<file path="src/mc_pi_params.svh">
// **********************************************************
// Raster timing, board geometry, LFSR seed and datapath
// width macros for the Monte Carlo pi board
// **********************************************************
`ifndef MC_PI_PARAMS_SVH
`define MC_PI_PARAMS_SVH

// 640x480 raster, counts in pixel clocks
`define MC_H_ACTIVE 640
`define MC_H_FRONT 16
`define MC_H_SYNC 96
`define MC_H_TOTAL 800

// Vertical counts in lines
`define MC_V_ACTIVE 480
`define MC_V_FRONT 10
`define MC_V_SYNC 2
`define MC_V_TOTAL 525

// Board geometry, radius doubles as half side of the square
`define MC_CENTER_X 320
`define MC_CENTER_Y 240
`define MC_RADIUS 160
`define MC_MARK_HALF 10

`define MC_COORD_W 10
`define MC_LFSR_W 20
`define MC_LFSR_SEED 20'h80A01
`define MC_COUNT_W 32

`endif

</file>
<file path="src/mc_pi_pkg.sv">
// **********************************************************
// Shared types, square bounds and geometry helper functions
// **********************************************************
`default_nettype none
`include "mc_pi_params.svh"

package mc_pi_pkg;

  typedef logic [`MC_COORD_W-1:0] coord_t;
  typedef logic [2*`MC_COORD_W:0] dist_sq_t;  // Holds dx^2 + dy^2 anywhere on the raster

  typedef struct packed {
    coord_t x;
    coord_t y;
    logic   active;
  } pixel_pos_t;

  typedef struct packed {
    coord_t x;
    coord_t y;
  } point_t;

  typedef struct packed {
    point_t pt;
    logic   in_circle;
    logic   in_square;
  } hit_t;

  typedef struct packed {
    logic [`MC_COUNT_W-1:0] circle_hits;
    logic [`MC_COUNT_W-1:0] square_hits;
  } tally_t;

  typedef struct packed {
    logic       hsync;
    logic       vsync;
    logic [1:0] red;
    logic [1:0] green;
    logic [1:0] blue;
  } vga_out_t;

  // Square edges, the interior lies strictly between them
  localparam int SQ_X_LO = `MC_CENTER_X - `MC_RADIUS;
  localparam int SQ_X_HI = `MC_CENTER_X + `MC_RADIUS;
  localparam int SQ_Y_LO = `MC_CENTER_Y - `MC_RADIUS;
  localparam int SQ_Y_HI = `MC_CENTER_Y + `MC_RADIUS;

  // Squared distance from the board centre
  function automatic dist_sq_t center_dist_sq(coord_t x, coord_t y);
    logic signed [`MC_COORD_W:0] dx;
    logic signed [`MC_COORD_W:0] dy;
    dist_sq_t                    dx_sq;
    dist_sq_t                    dy_sq;
    dx = $signed({1'b0, x}) - $signed((`MC_COORD_W+1)'(`MC_CENTER_X));
    dy = $signed({1'b0, y}) - $signed((`MC_COORD_W+1)'(`MC_CENTER_Y));
    dx_sq = dx * dx;  // Sign extended to full width before the multiply
    dy_sq = dy * dy;
    return dx_sq + dy_sq;
  endfunction

  function automatic logic inside_square(coord_t x, coord_t y);
    return (x > SQ_X_LO) && (x < SQ_X_HI) && (y > SQ_Y_LO) && (y < SQ_Y_HI);
  endfunction

endpackage

`default_nettype wire

</file>
<file path="src/vga_timing.sv">
// **********************************************************
// VGA raster counters with active-low sync pulses
// and the active-area flag
// **********************************************************
`timescale 1ns/1ps
`default_nettype none
`include "mc_pi_params.svh"

module vga_timing (
  input  logic                  clk,
  input  logic                  rst_n,
  output mc_pi_pkg::pixel_pos_t pos,
  output logic                  hsync,
  output logic                  vsync
);
  import mc_pi_pkg::*;

  localparam int H_SYNC_START = `MC_H_ACTIVE + `MC_H_FRONT;
  localparam int H_SYNC_END   = H_SYNC_START + `MC_H_SYNC;
  localparam int V_SYNC_START = `MC_V_ACTIVE + `MC_V_FRONT;
  localparam int V_SYNC_END   = V_SYNC_START + `MC_V_SYNC;

  coord_t h_cnt;
  coord_t v_cnt;
  logic   h_last;
  logic   v_last;

  assign h_last = (h_cnt == coord_t'(`MC_H_TOTAL - 1));
  assign v_last = (v_cnt == coord_t'(`MC_V_TOTAL - 1));

  always_ff @(posedge clk) begin
    if (!rst_n) begin
      h_cnt <= '0;
      v_cnt <= '0;
    end else if (h_last) begin
      h_cnt <= '0;
      v_cnt <= v_last ? '0 : v_cnt + 1'b1;  // Next line, or back to the top
    end else begin
      h_cnt <= h_cnt + 1'b1;
    end
  end

  assign pos.x      = h_cnt;
  assign pos.y      = v_cnt;
  assign pos.active = (h_cnt < `MC_H_ACTIVE) && (v_cnt < `MC_V_ACTIVE);

  // Sync low inside the pulse window
  assign hsync = !((h_cnt >= H_SYNC_START) && (h_cnt < H_SYNC_END));
  assign vsync = !((v_cnt >= V_SYNC_START) && (v_cnt < V_SYNC_END));

  a_counters_in_range: assert property (
    @(posedge clk) disable iff (!rst_n)
    (h_cnt < `MC_H_TOTAL) && (v_cnt < `MC_V_TOTAL)
  );

endmodule

`default_nettype wire

</file>
<file path="src/point_sampler.sv">
// **********************************************************
// 20-bit LFSR point source, one point per step under run
// **********************************************************
`timescale 1ns/1ps
`default_nettype none
`include "mc_pi_params.svh"

module point_sampler (
  input  logic              clk,
  input  logic              rst_n,
  input  logic              run,
  output mc_pi_pkg::point_t sample,
  output logic              sample_valid
);
  import mc_pi_pkg::*;

  logic [`MC_LFSR_W-1:0] lfsr;
  logic                  feedback;

  // Taps 19, 18, 17 and 15
  assign feedback = lfsr[19] ^ lfsr[18] ^ lfsr[17] ^ lfsr[15];

  always_ff @(posedge clk) begin
    if (!rst_n) begin
      lfsr         <= `MC_LFSR_SEED;
      sample_valid <= 1'b0;
    end else begin
      sample_valid <= run;  // Pulses along with each step
      if (run) begin
        lfsr <= {lfsr[`MC_LFSR_W-2:0], feedback};
      end
    end
  end

  // Low half is x, high half is y
  assign sample = '{
    x: lfsr[`MC_COORD_W-1:0],
    y: lfsr[`MC_LFSR_W-1 -: `MC_COORD_W]
  };

endmodule

`default_nettype wire

</file>
<file path="src/hit_classifier.sv">
// **********************************************************
// Registered circle and square membership test per point
// **********************************************************
`timescale 1ns/1ps
`default_nettype none
`include "mc_pi_params.svh"

module hit_classifier (
  input  logic              clk,
  input  logic              rst_n,
  input  logic              sample_valid,
  input  mc_pi_pkg::point_t sample,
  output mc_pi_pkg::hit_t   hit,
  output logic              hit_valid
);
  import mc_pi_pkg::*;

  localparam dist_sq_t RADIUS_SQ = dist_sq_t'(`MC_RADIUS * `MC_RADIUS);

  dist_sq_t dist_sq;
  logic     in_circle;
  logic     in_square;

  assign dist_sq   = center_dist_sq(sample.x, sample.y);
  assign in_circle = (dist_sq < RADIUS_SQ);  // Strictly inside the circle
  assign in_square = inside_square(sample.x, sample.y);

  always_ff @(posedge clk) begin
    if (!rst_n) begin
      hit_valid <= 1'b0;
    end else begin
      hit_valid <= sample_valid;
    end
  end

  // Result payload
  always_ff @(posedge clk) begin
    if (sample_valid) begin
      hit.pt        <= sample;
      hit.in_circle <= in_circle;
      hit.in_square <= in_square;
    end
  end

  // Circle is inscribed in the square
  a_circle_in_square: assert property (
    @(posedge clk) disable iff (!rst_n)
    hit_valid |-> (!hit.in_circle || hit.in_square)
  );

endmodule

`default_nettype wire

</file>
<file path="src/hit_tally.sv">
// **********************************************************
// Circle and square hit counters
// **********************************************************
`timescale 1ns/1ps
`default_nettype none
`include "mc_pi_params.svh"

module hit_tally (
  input  logic              clk,
  input  logic              rst_n,
  input  logic              hit_valid,
  input  mc_pi_pkg::hit_t   hit,
  output mc_pi_pkg::tally_t tally
);
  import mc_pi_pkg::*;

  always_ff @(posedge clk) begin
    if (!rst_n) begin
      tally.circle_hits <= '0;
      tally.square_hits <= '0;
    end else if (hit_valid) begin
      // Both wrap at the counter width
      if (hit.in_circle) begin
        tally.circle_hits <= tally.circle_hits + 1'b1;
      end
      if (hit.in_square) begin
        tally.square_hits <= tally.square_hits + 1'b1;
      end
    end
  end

  // Every circle hit was also counted as a square hit
  a_circle_le_square: assert property (
    @(posedge clk) disable iff (!rst_n)
    tally.circle_hits <= tally.square_hits
  );

endmodule

`default_nettype wire

</file>
<file path="src/board_renderer.sv">
// **********************************************************
// Board drawing: circle ring, square outline, point marker,
// and the registered VGA pins
// **********************************************************
`timescale 1ns/1ps
`default_nettype none
`include "mc_pi_params.svh"

module board_renderer (
  input  logic                  clk,
  input  logic                  rst_n,
  input  logic                  hsync,
  input  logic                  vsync,
  input  logic                  hit_valid,
  input  mc_pi_pkg::pixel_pos_t pos,
  input  mc_pi_pkg::hit_t       hit,
  output mc_pi_pkg::vga_out_t   vga
);
  import mc_pi_pkg::*;

  localparam dist_sq_t RING_IN  = dist_sq_t'((`MC_RADIUS - 1) * (`MC_RADIUS - 1));
  localparam dist_sq_t RING_OUT = dist_sq_t'(`MC_RADIUS * `MC_RADIUS);
  localparam logic [`MC_COORD_W:0] HALF = (`MC_COORD_W+1)'(`MC_MARK_HALF);

  point_t   mark;
  logic     mark_on;
  dist_sq_t pix_dist;
  logic     x_inner;
  logic     y_inner;
  logic     on_ring;
  logic     on_outline;
  logic     near_x;
  logic     near_y;
  logic     on_marker;

  // Latest in-square point
  always_ff @(posedge clk) begin
    if (!rst_n) begin
      mark_on <= 1'b0;
    end else if (hit_valid && hit.in_square) begin
      mark_on <= 1'b1;
    end
  end

  always_ff @(posedge clk) begin
    if (hit_valid && hit.in_square) begin
      mark <= hit.pt;
    end
  end

  assign pix_dist = center_dist_sq(pos.x, pos.y);
  assign on_ring  = (pix_dist >= RING_IN) && (pix_dist <= RING_OUT);

  assign x_inner    = (pos.x > SQ_X_LO) && (pos.x < SQ_X_HI);
  assign y_inner    = (pos.y > SQ_Y_LO) && (pos.y < SQ_Y_HI);
  assign on_outline = (((pos.x == SQ_X_LO) || (pos.x == SQ_X_HI)) && y_inner) ||
                      (((pos.y == SQ_Y_LO) || (pos.y == SQ_Y_HI)) && x_inner);

  // One extra bit so the +HALF sums cannot wrap
  assign near_x = ({1'b0, pos.x} + HALF > {1'b0, mark.x}) &&
                  ({1'b0, pos.x} < {1'b0, mark.x} + HALF);
  assign near_y = ({1'b0, pos.y} + HALF > {1'b0, mark.y}) &&
                  ({1'b0, pos.y} < {1'b0, mark.y} + HALF);

  // Clipped to the square interior
  assign on_marker = mark_on && near_x && near_y && inside_square(pos.x, pos.y);

  // Sync and colour leave on the same edge
  always_ff @(posedge clk) begin
    if (!rst_n) begin
      vga.hsync <= 1'b1;
      vga.vsync <= 1'b1;
      vga.red   <= 2'b00;
      vga.green <= 2'b00;
      vga.blue  <= 2'b00;
    end else begin
      vga.hsync <= hsync;
      vga.vsync <= vsync;
      vga.red   <= {2{pos.active && (on_ring || on_outline)}};
      vga.green <= {2{pos.active && on_marker}};
      vga.blue  <= 2'b00;
    end
  end

  // Only classified in-square points reach the marker
  a_marker_in_square: assert property (
    @(posedge clk) disable iff (!rst_n)
    mark_on |-> inside_square(mark.x, mark.y)
  );

endmodule

`default_nettype wire

</file>
<file path="src/mc_pi_top.sv">
// **********************************************************
// Top level: point sampler chain and VGA raster chain
// **********************************************************
`timescale 1ns/1ps
`default_nettype none

module mc_pi_top (
  input  logic                clk,
  input  logic                rst_n,
  input  logic                run,
  output mc_pi_pkg::vga_out_t vga,
  output mc_pi_pkg::tally_t   tally
);

  mc_pi_pkg::pixel_pos_t pos;
  logic                  hsync;
  logic                  vsync;
  mc_pi_pkg::point_t     sample;
  logic                  sample_valid;
  mc_pi_pkg::hit_t       hit;
  logic                  hit_valid;

  // Raster side
  vga_timing u_timing (
    .clk   (clk),
    .rst_n (rst_n),
    .pos   (pos),
    .hsync (hsync),
    .vsync (vsync)
  );

  // Sample side
  point_sampler u_sampler (
    .clk          (clk),
    .rst_n        (rst_n),
    .run          (run),
    .sample       (sample),
    .sample_valid (sample_valid)
  );

  hit_classifier u_classifier (
    .clk          (clk),
    .rst_n        (rst_n),
    .sample_valid (sample_valid),
    .sample       (sample),
    .hit          (hit),
    .hit_valid    (hit_valid)
  );

  hit_tally u_tally (
    .clk       (clk),
    .rst_n     (rst_n),
    .hit_valid (hit_valid),
    .hit       (hit),
    .tally     (tally)
  );

  board_renderer u_renderer (
    .clk       (clk),
    .rst_n     (rst_n),
    .hsync     (hsync),
    .vsync     (vsync),
    .hit_valid (hit_valid),
    .pos       (pos),
    .hit       (hit),
    .vga       (vga)
  );

endmodule

`default_nettype wire

</file>
<file path="config.mk">
export PLATFORM = sky130hd
export DESIGN_NAME = mc_pi_top
export DESIGN_NICKNAME = d
export VERILOG_FILES = /design/src/mc_pi_pkg.sv /design/src/vga_timing.sv /design/src/point_sampler.sv /design/src/hit_classifier.sv /design/src/hit_tally.sv /design/src/board_renderer.sv /design/src/mc_pi_top.sv
export VERILOG_INCLUDE_DIRS = /design/src
export SDC_FILE = /design/constraint.sdc
export NUM_CORES = 1
export LEC_CHECK = 0
export BUFFER_PORTS_ARGS = -buffer_cell sky130_fd_sc_hd__buf_2
export CORE_AREA = 2 2 194 196
export CTS_BUF_LIST = sky130_fd_sc_hd__clkbuf_8
export CTS_CLUSTER_SIZE = 25
export DETAILED_ROUTE_END_ITERATION = 6
export DIE_AREA = 0 0 196 198
export PLACE_DENSITY = 0.86
export SYNTH_ARGS = -nofsm -noshare
export SYNTH_HDL_FRONTEND = slang
export SYNTH_SLANG_ARGS = --single-unit
</file>
<file path="constraint.sdc">
create_clock -name clk -period 21 [get_ports clk]
set_clock_uncertainty 0.1 [all_clocks]
set_input_delay 4.2 -clock clk [delete_from_list [all_inputs] [get_ports clk]]
set_output_delay 4.2 -clock clk [all_outputs]
set_load 0.02 [all_outputs]
</file>
---- After elaboration in Yosys (flattened, before gate mapping) ----
Cells that the tools add are included.
word-level totals
  flip-flop bits (word level) ............. 153
  output and inout port bits .............. 72
  logic and storage cells ................. 98
operators by class
  $add $sub $neg .......................... 14
  $mul .................................... 4
  magnitude comparators ................... 21
  equality and inequality tests ........... 6
  muxes and demuxes ....................... 1
  bitwise logic cells ..................... 4
  reduce and logical (&&, ||, !) cells .... 30
operators by type and width
  operator               number
  $mul 11x11->21         4
  $add 32x1->32 const B  2
  $lt 10x9->1 const B    6
  $add 10x4->11 const B  4
  $add 21x21->21         2
  $gt 11x10->1           2
  $lt 10x11->1           2
  $sub 10x8->11 const B  2
  $sub 10x9->11 const B  2
  $ge 21x15->1 const B   1
  $le 21x15->1 const B   1
  $logic_and 1x1->1      21
  $lt 21x15->1 const B   1
  $add 10x1->10 const B  2
  $eq 10x10->1 const B   2
  $eq 10x9->1 const B    2
  $gt 10x7->1 const B    2
  $gt 10x8->1 const B    2
  $lt 10x10->1 const B   2
  $eq 10x7->1 const B    1
  $eq 10x8->1 const B    1
  $ge 10x10->1 const B   1
  $ge 10x9->1 const B    1
  $mux 10                1
  other kinds (6)        13

---- Longest topological paths before layout ----
Gate-level depths: netlist of the first run.
  depth after elaboration ................. 7
  mapped depth ............................ 30

---- Cells and area by module ----
A second synthesis of the first run with hierarchy kept.
second synthesis, totals
  cell total of the unflattened synthesis .. 2571
  area total of the unflattened synthesis .. 24399.7 µm²
modules (own cells, without submodules)
  module          instances  cells an instance  area an instance (µm²)  seq. area each (µm²)
  board_renderer  1          1158               10747.8                 700.7
  hit_classifier  1          866                8718.4                  680.7
  hit_tally       1          366                3085.5                  1281.2
  vga_timing      1          111                1016.0                  400.4
  point_sampler   1          70                 832.0                   420.4

---- Worst setup path after synthesis of the first run ----
No wires, ideal clock.
  path kind ............................... flip-flop to flip-flop
  from .................................... reg u_timing.h_cnt[6]
  to ...................................... reg u_renderer.vga[4] (netlist name)
  data arrival time ....................... 7658 ps
  data required time ...................... 20808 ps
  path slack .............................. 13150 ps
  cell stages (with the launch flop) ...... 25
  period minus slack after synthesis ...... 7850 ps
  cell sequence ........................... dfxtp_1 clkbuf_1 inv_1 clkbuf_1 ha_1 inv_1 a21oi_1 nand2_1 inv_1 fa_1 fa_1 fa_1 fa_1 fa_1 fa_1 inv_1 fa_1 inv_1 ha_1 and2_1 a221o_1 o41a_1 nor4_2 o2111ai_1 o32ai_1
between the ends
  word-level cells in the longest chain between the ends .. 7
ends and longest elaborated chain
  item                                          RTL line              RTL
  start, declared                               vga_timing.sv:23      coord_t h_cnt;
  start signal, assigned                        vga_timing.sv:39      h_cnt <= h_cnt + 1'b1;
  $sub 10x9->11                                 mc_pi_pkg.sv:54       dx = $signed({1'b0, x}) - $signed((`MC_COORD_W+1)'(`MC_CENTER_X));
  $mul 11x11->21                                mc_pi_pkg.sv:56       dx_sq = dx * dx;
  $add 21x21->21                                mc_pi_pkg.sv:58       return dx_sq + dy_sq;
  $ge 21x15->1 or $le 21x15->1 (tied branches)  board_renderer.sv:52  assign on_ring = (pix_dist >= RING_IN) && (pix_dist <= RING_OUT);
  $logic_and 1x1->1                             board_renderer.sv:52
  $logic_or 1x1->1                              board_renderer.sv:79  vga.red <= {2{pos.active && (on_ring || on_outline)}};
  $logic_and 1x1->1 (*)                         board_renderer.sv:79
Mark *: on every way between the ends. The rest lies on a longest branch, timed or not.
A chain may end at the register's enable or synchronous reset.

---- Worst setup path in the final report of the first run ----
  from .................................... reg u_timing.v_cnt[4]
  to ...................................... reg u_renderer.vga[4] (netlist name)
between the ends
  word-level cells in the longest chain between the ends .. 7
ends and longest elaborated chain
  item                                          RTL line              RTL
  start, declared                               vga_timing.sv:24      coord_t v_cnt;
  start signal, assigned                        vga_timing.sv:37      v_cnt <= v_last ? '0 : v_cnt + 1'b1;
  $sub 10x8->11                                 mc_pi_pkg.sv:55       dy = $signed({1'b0, y}) - $signed((`MC_COORD_W+1)'(`MC_CENTER_Y));
  $mul 11x11->21                                mc_pi_pkg.sv:57       dy_sq = dy * dy;
  $add 21x21->21                                mc_pi_pkg.sv:58
  $ge 21x15->1 or $le 21x15->1 (tied branches)  board_renderer.sv:52
  $logic_and 1x1->1                             board_renderer.sv:52
  $logic_or 1x1->1                              board_renderer.sv:79
  $logic_and 1x1->1 (*)                         board_renderer.sv:79
Marks and branches as above.

==> results.md, run 1 <==
* Final total power at 1.94 mW
* Post-synthesis cell area at 23700 µm²
* I/O pin cnt at 75
* Clk buf depth at 2
* Clock-pin transition on the worst setup and hold timing paths at 0.11 ns
* Die Span Y at 198 µm
* Final Non-Filler Cells at 2994
* Cts repair resizes at 0
* YS warnings at 0
* Most common cell after layout, fill and taps aside: inv_1
* Slew Limit Fails at 0
* CTS HTree Levels at 4
* Max incr delay on CP at 0.77 ns
* Static leakage at 12.6 nW
* Max_cap viols at 0
* Hold Crit Start: u_classifier.hit[12]
* WP data required at 21.29 ns
* Total setup buffers inserted after CTS at 0
* Worst-Skew Late Latency at 0.48 ns
* Area after DPL at 24400 µm²
* Die Width at 196 µm
* # DRC at 0
* Pin count of the biggest net entering global routing at 97
* GP Congestion at 0.949
* Commonest non-fill, non-tap cells in the layout: inv_1, fa_1, ha_1
* IO buf count at 72
* Synth Flop Type: dfxtp_1
* Post-synth cell types at 63
* Worst-path fanout max at 16
* Vias in the first global route at 18400
* Synth Area per Inst at 9.58 µm²
* Share of cells above drive strength 1 at 0.0484
* Final setup viols at 0
* Crit-path slowest cell: dfxtp_1
* Crit end category: flop
* Number of hold buffers added after CTS at 0
* Arrival time worst endpoint at 9.27 ns
* Period utilisation layout at 0.428
* Clock tree root buffer cell: clkbuf_8
* Hold path depth at 0
* Worst r2r dst: u_renderer.vga[4]
* Peak Freq at 111 MHz
* Final Critical Period at 8.98 ns
* Status: finished clean
* Post-Route Setup TNS at 0 ns
* Vias/cell at 5.57
* Final ANT Viol Nets at 0
* Total routed wirelength at 52600 µm
* Area delta synth->final at 5.15%
* Final Hold Fails at 0
* Gr usage total at 0.293
* Initial antenna violation count at 0
* Crit start category: flop
* Critical Path, Cell by Cell: clkinv_1 -> nor3_1 -> xnor2_1 -> inv_1 -> nand2_1 -> inv_1 -> fa_1 -> ha_1 -> a21o_1 -> fa_1 -> fa_1 -> fa_1 -> fa_1 -> inv_1 -> fa_1 -> inv_1 -> ha_1 -> a21o_1 -> a21o_1 -> a221o_1 -> o41a_1 -> nor4_2 -> o2111ai_1 -> o32ai_1
* Flop-to-flop setup slack at 12.02 ns
* Worst-Margin Slew at 1.14 ns
* FF-to-FF path depth at 24
* Cells after DPL at 2962
* Utilization after layout at 0.674
* Die area at 38800 µm²
* Number of synthesized flops with an enable pin at 42
* Syn Inst Count at 2471
* Flops & latches, synth at 153
* CTS tree: built
* DR vias at 16700
* Initial DRC Count at 1016
* Global-route wire length before repair at 89600 µm
* Detail Placement HPWL at 44100 µm
* Reg2reg start: u_timing.v_cnt[4]
* Drt pass-1 iters at 5
* Seq/Total Area, Yosys at 0.147
* Cell with the most instances on the worst path: fa_1
* Async SR Flop Fraction at 0
* PwrDens at 77.8 nW/µm²
* Nets at 3185
* Effective utilization at floorplan at 0.641
* Antenna Cells at 0
* Max IR drop VDD at 0.000247 V
* Core footprint at 37000 µm²
* WS Path Type: reg2reg
* Cell Rows at 71
* Hold endpoint: u_renderer.mark[10]
* Global route overflow at 0
* Unrepaired setup endpoints after global routing: false
* Slew HR at 0.232
* Post-route cell area at 24900 µm²
* Drt wl/cell at 17.6 µm
* Tightest Hold Check Type: reg2reg
* CTS Buf Count at 17
* Total clock sinks at 153
-- kinds of logic after synthesis --
family	after synthesis	share of synthesized area
other	2	0.000317
AO/OA/AOI/OAI	161	0.0434
buffers and inverters	649	0.104
AND/OR/NAND/NOR	638	0.133
adder cells (fa/ha/maj)	675	0.500
multiplexers	23	0.00973
flip-flops	153	0.147
XOR/XNOR	170	0.0629
-- cells in the mapped netlist (all sizes together), types with 2 or more instances --
cell	instances	area (µm²)
a211oi	4	30.0
a21boi	12	90.1
a21o	13	97.6
a21oi	37	185
a221o	3	31.3
a31o	2	17.5
a31oi	7	43.8
a41oi	3	26.3
and2	101	632
and3	19	119
and4	8	70.1
buf	12	62.6
clkbuf	53	199
clkinv	7	26.3
conb	2	7.51
dfxtp	111	2220
edfxtp	42	1260
fa	451	9030
ha	224	2800
inv	577	2170
mux2i	23	230
nand2	188	706
nand2b	11	68.8
nand3	51	255
nand4	25	163
nand4b	2	17.5
nor2	140	526
nor2b	32	200
nor3	20	100
nor3b	2	15.0
nor4	11	81.3
nor4b	5	43.8
o2111ai	2	17.5
o211ai	4	30.0
o21a	11	82.6
o21ai	47	235
o21bai	3	22.5
o221ai	3	26.3
or3	16	100
or4	3	22.5
xnor2	134	1170
xor2	36	315
-- area by class of cell --
cell class / instances / area (µm²)
Multi-Input combinational cell: 1671 / 17700
Fill cell: 2781 / 12100
Sequential cell: 153 / 3480
Inverter: 584 / 2190
Tap cell: 474 / 593
Timing Repair Buffer: 80 / 420
Clock buffer: 17 / 234
Clock inverter: 15 / 225
-- worst max-delay path by stage --
stage / start / endpoint / slack [ns] / cells past startpoint
finish: u_timing.v_cnt[4] / u_renderer.vga[4] / 12.02 / 24
global route: u_timing.v_cnt[4] / u_renderer.vga[4] / 11.75 / 24
CTS: u_timing.v_cnt[4] / u_renderer.vga[4] / 12.10 / 24
detailed placement: u_timing.v_cnt[4] / u_renderer.vga[4] / 12.13 / 24
global placement: u_timing.v_cnt[4] / u_renderer.vga[4] / 12.36 / 24
floorplan: u_timing.h_cnt[6] / u_renderer.vga[4] / 13.15 / 24
-- worst max-delay path: cells and delay by family (launching register included) --
kind,cells,cell delay [ns]
compound gates,7,1.84
xor+xnor,1,0.36
fa+ha+maj,8,3.63
buf+inv,5,0.99
flops,1,0.77
simple gates,3,1.19
-- metal layers --
layer | global-route usage | part of all wire
met1 | 0.349 | 0.38
met2 | 0.522 | 0.52
met3 | 0.0434 | 0.051
met4 | 0.146 | 0.051
met5 | 0 | 0
-- stage by stage --
stage               setup WS (ns)  hold WS [ns]
floorplan                   13.15         0.300
global placement            12.36         0.300
detailed placement          12.13         0.305
CTS                         12.10         0.312
global route                11.75         0.311
finish                      12.02         0.313
-- state kept, by name, summed over array words and instances, names as in the netlist --
| name | cells |
|---|---|
| u_sampler.sample_valid | 1 |
| u_timing.v_cnt | 10 |
| u_renderer.mark | 20 |
| u_renderer.vga | 4 |
| u_classifier.hit | 22 |
| u_sampler.lfsr | 20 |
| u_tally.tally | 64 |
| u_renderer.mark_on | 1 |
| u_timing.h_cnt | 10 |
| u_classifier.hit_valid | 1 |
-- report_power, final --
| group | total, mW | internal (mW) | switching [mW] | leakage [nW] |
|---|---|---|---|---|
| clock network | 0.246 | 0.105 | 0.141 | 0.224 |
| registers | 0.321 | 0.308 | 0.0123 | 1.29 |
| logic | 1.37 | 0.596 | 0.772 | 11.1 |
(Power assumes the default switching activity.)
==> run 2, diff against run 1 <==
- ABC_AREA: default -> 1
- CORE_AREA: 2 2 194 196 -> 2 2 199 201
- DIE_AREA: 0 0 196 198 -> 0 0 201 203
- clock period: 21 -> 9.1 ns (I/O delays scaled with it)
==> results.md, run 2 <==
* PwrDens at 338 nW/µm² (+340%)
* Cells after DPL at 3506 (+18%)
* Total setup buffers inserted after CTS at 0 (unchanged)
* # DRC at 4 (+4)
* Worst-path fanout max at 13 (-3)
* Cell with the most instances on the worst path: inv_1
* Seq/Total Area, Yosys at 0.140 (-0.00676)
* Area delta synth->final at 5.41%
* Final worst slack at 0.691 ns (-11.33 ns)
* WP data required at 9.18 ns (-12.11 ns)
* Final Hold Fails at 0 (unchanged)
* Post-route cell area at 26200 µm² (+5.1%)
* Final Critical Period at 8.41 ns (-0.573 ns)
* Failing checks: design-rule violations
* Largest register FFs at 64 (unchanged)
* Total clock sinks at 153 (unchanged)
* Drt pass-1 iters at 7 (+2)
* Post-synthesis cell area at 24800 µm² (+4.8%)
* GP Congestion at 0.955 (+0.67%)
* Static leakage at 13.5 nW (+6.7%)
* Slew Limit Fails at 0 (unchanged)
* Peak Freq at 119 MHz (+6.8%)
* Slew HR at 0.353 (+0.121)
* Syn Inst Count at 2949 (+19%)
* Post-place setup slack at 0.568 ns (-11.56 ns)
* Top Registers: u_tally.tally: 64 flops, u_classifier.hit: 22 flops
* Period utilisation layout at 0.924 (+0.496)
* Area of the multi-input gates at 18100 µm² (+2.2%)
* Initial DRC Count at 1489 (+47%)
* Vias in the first global route at 21300 (+16%)
* Max IR drop VDD at 0.00187 V (+660%)
* Worst-Skew Late Latency at 0.47 ns (about the same)
* Number of synthesized flops with an enable pin at 42 (unchanged)
* Global-route wire length before repair at 102000 µm (+14%)
* Max incr delay on CP at 0.57 ns (-0.20 ns)
* IO buf count at 72 (unchanged)
* Vias/cell at 5.53 (-0.76%)
* CTS tree: built
* Final Non-Filler Cells at 3538 (+18%)
* Max_cap viols at 0 (unchanged)
* Clock-pin transition on the worst setup and hold timing paths at 0.10 ns (about the same)
* Area after DPL at 25700 µm² (+5.3%)
* Most common cell in the synthesized netlist: inv_1
* Commonest non-fill, non-tap cells in the layout: inv_1, fa_1, nand2_1
* I/O pin cnt at 75 (unchanged)
* Total routed wirelength at 60000 µm (+14%)
* YS warnings at 0 (unchanged)
* Worst-Margin Slew at 0.969 ns (-0.174 ns)
* Unrepaired setup endpoints after global routing: false
* Synth area leaders: fa_1, inv_1, ha_1
* Cell Rows at 72 (+1.4%)
* Crit end category: flop
* Area share of the largest cell type after synthesis at 0.364 (-0.0175)
* Flops & latches, synth at 153 (unchanged)
* Antenna Cells at 0 (unchanged)
* CTS HTree Levels at 4 (unchanged)
* Initial antenna violation count at 1 (+1)
* Die area at 40800 µm² (+5.1%)
* Flop-to-flop setup slack at 0.69 ns (-11.33 ns)
* Die Span Y at 203 µm (+2.5%)
* Number of hold buffers added after CTS at 0 (unchanged)
* Effective utilization at floorplan at 0.645 (+0.00446)
* Area leader, netlist: fa_1
* Synth Flop Type: dfxtp_1
* Async SR Flop Fraction at 0 (unchanged)
* Clk buf depth at 2 (unchanged)
* Synth top cells by count: inv_1, fa_1, nand2_1
* WS Path Type: reg2reg
* CTS Buf Count at 17 (unchanged)
* Status: complete, but fails checks
* Most common cell after layout, fill and taps aside: inv_1
* Post-synth cell types at 53 (-16%)
* Arrival time worst endpoint at 8.49 ns (-0.78 ns)
* Crit start category: flop
* Synth Area per Inst at 8.41 µm² (-12%)
* Gr usage total at 0.311 (+0.0178)
* Post-Route Setup TNS at 0 ns (unchanged)
* Nets at 3685 (+16%)
* Pin count of the biggest net entering global routing at 51 (-47%)
* Final ANT Viol Nets at 0 (unchanged)
* Biggest register: u_tally.tally
* Final setup viols at 0 (unchanged)
* Core footprint at 38500 µm² (+4.1%)
* Fill count at 2999 (+7.8%)
* Global route overflow at 0 (unchanged)
* Drt wl/cell at 17.0 µm (-3.5%)
* Crit-path slowest cell: dfxtp_2
* Share of cells above drive strength 1 at 0.0573 (+0.00887)
* DR vias at 19600 (+17%)
* Tightest Hold Check Type: reg2reg
* Final total power at 8.85 mW (+360%)
* Clock tree root buffer cell: clkbuf_8
* Cts repair resizes at 0 (unchanged)
* Die Width at 201 µm (+2.6%)
* Detail Placement HPWL at 50900 µm (+15%)
* Reg area at 3480 µm² (about the same)
[run 2: layout make-up]
cell class / instances / share of cell area
Multi-Input combinational cell: 1952 / 0.694
Inverter: 798 / 0.115
Timing Repair Buffer: 85 / 0.0175
Sequential cell: 153 / 0.133
Clock inverter: 15 / 0.00746
Tap cell: 518 / 0.0248
Clock buffer: 17 / 0.00895
[run 2: metrics by stage]
| step | util | hold slack (ns) |
|---|---|---|
| after detailed placement | 0.669 | 0.305 |
| final | 0.680 | 0.326 |
| after CTS | 0.680 | 0.328 |
| after floorplan | - | 0.300 |
| after global routing | 0.680 | 0.339 |
| after global placement | 0.669 | 0.303 |
[run 2: layer usage]
| metal | share of wire | global-route usage |
|---|---|---|
| met5 | 0.00022 | 0 |
| met3 | 0.062 | 0.0474 |
| met4 | 0.055 | 0.161 |
| met2 | 0.51 | 0.553 |
| met1 | 0.37 | 0.367 |
[run 2: power breakdown]
part	leakage [nW]	internal (mW)	switching [mW]
clock network	0.216	0.239	0.325
logic	12.0	3.01	4.52
registers	1.29	0.720	0.0305
[run 2: logic make-up after synthesis]
| family | after synthesis | synth area share |
|---|---|---|
| compound gates | 232 | 0.0527 |
| xor+xnor | 97 | 0.0342 |
| fa+ha+maj | 675 | 0.477 |
| buf+inv | 846 | 0.129 |
| flops | 153 | 0.140 |
| other cells | 2 | 0.000303 |
| simple gates | 944 | 0.167 |
[run 2: final timing paths]
| kind | startpoint | end | cells after the start |
|---|---|---|---|
| worst min-delay path | u_classifier.hit[15] | u_renderer.mark[13] | 0 |
| worst max-delay path | u_sampler.lfsr[6] | u_classifier.hit[1] | 32 |
| worst min register to register | u_classifier.hit[15] | u_renderer.mark[13] | 0 |
| worst max register to register | u_sampler.lfsr[6] | u_classifier.hit[1] | 32 |
[run 2: critical path, delay by kind of cell, from the launching register on]
kind	cells	cell delay [ns]
AND/OR/NAND/NOR	10	1.79
flip-flops	1	0.57
adder cells (fa/ha/maj)	9	4.11
buffers and inverters	11	1.14
AO/OA/AOI/OAI	2	0.41
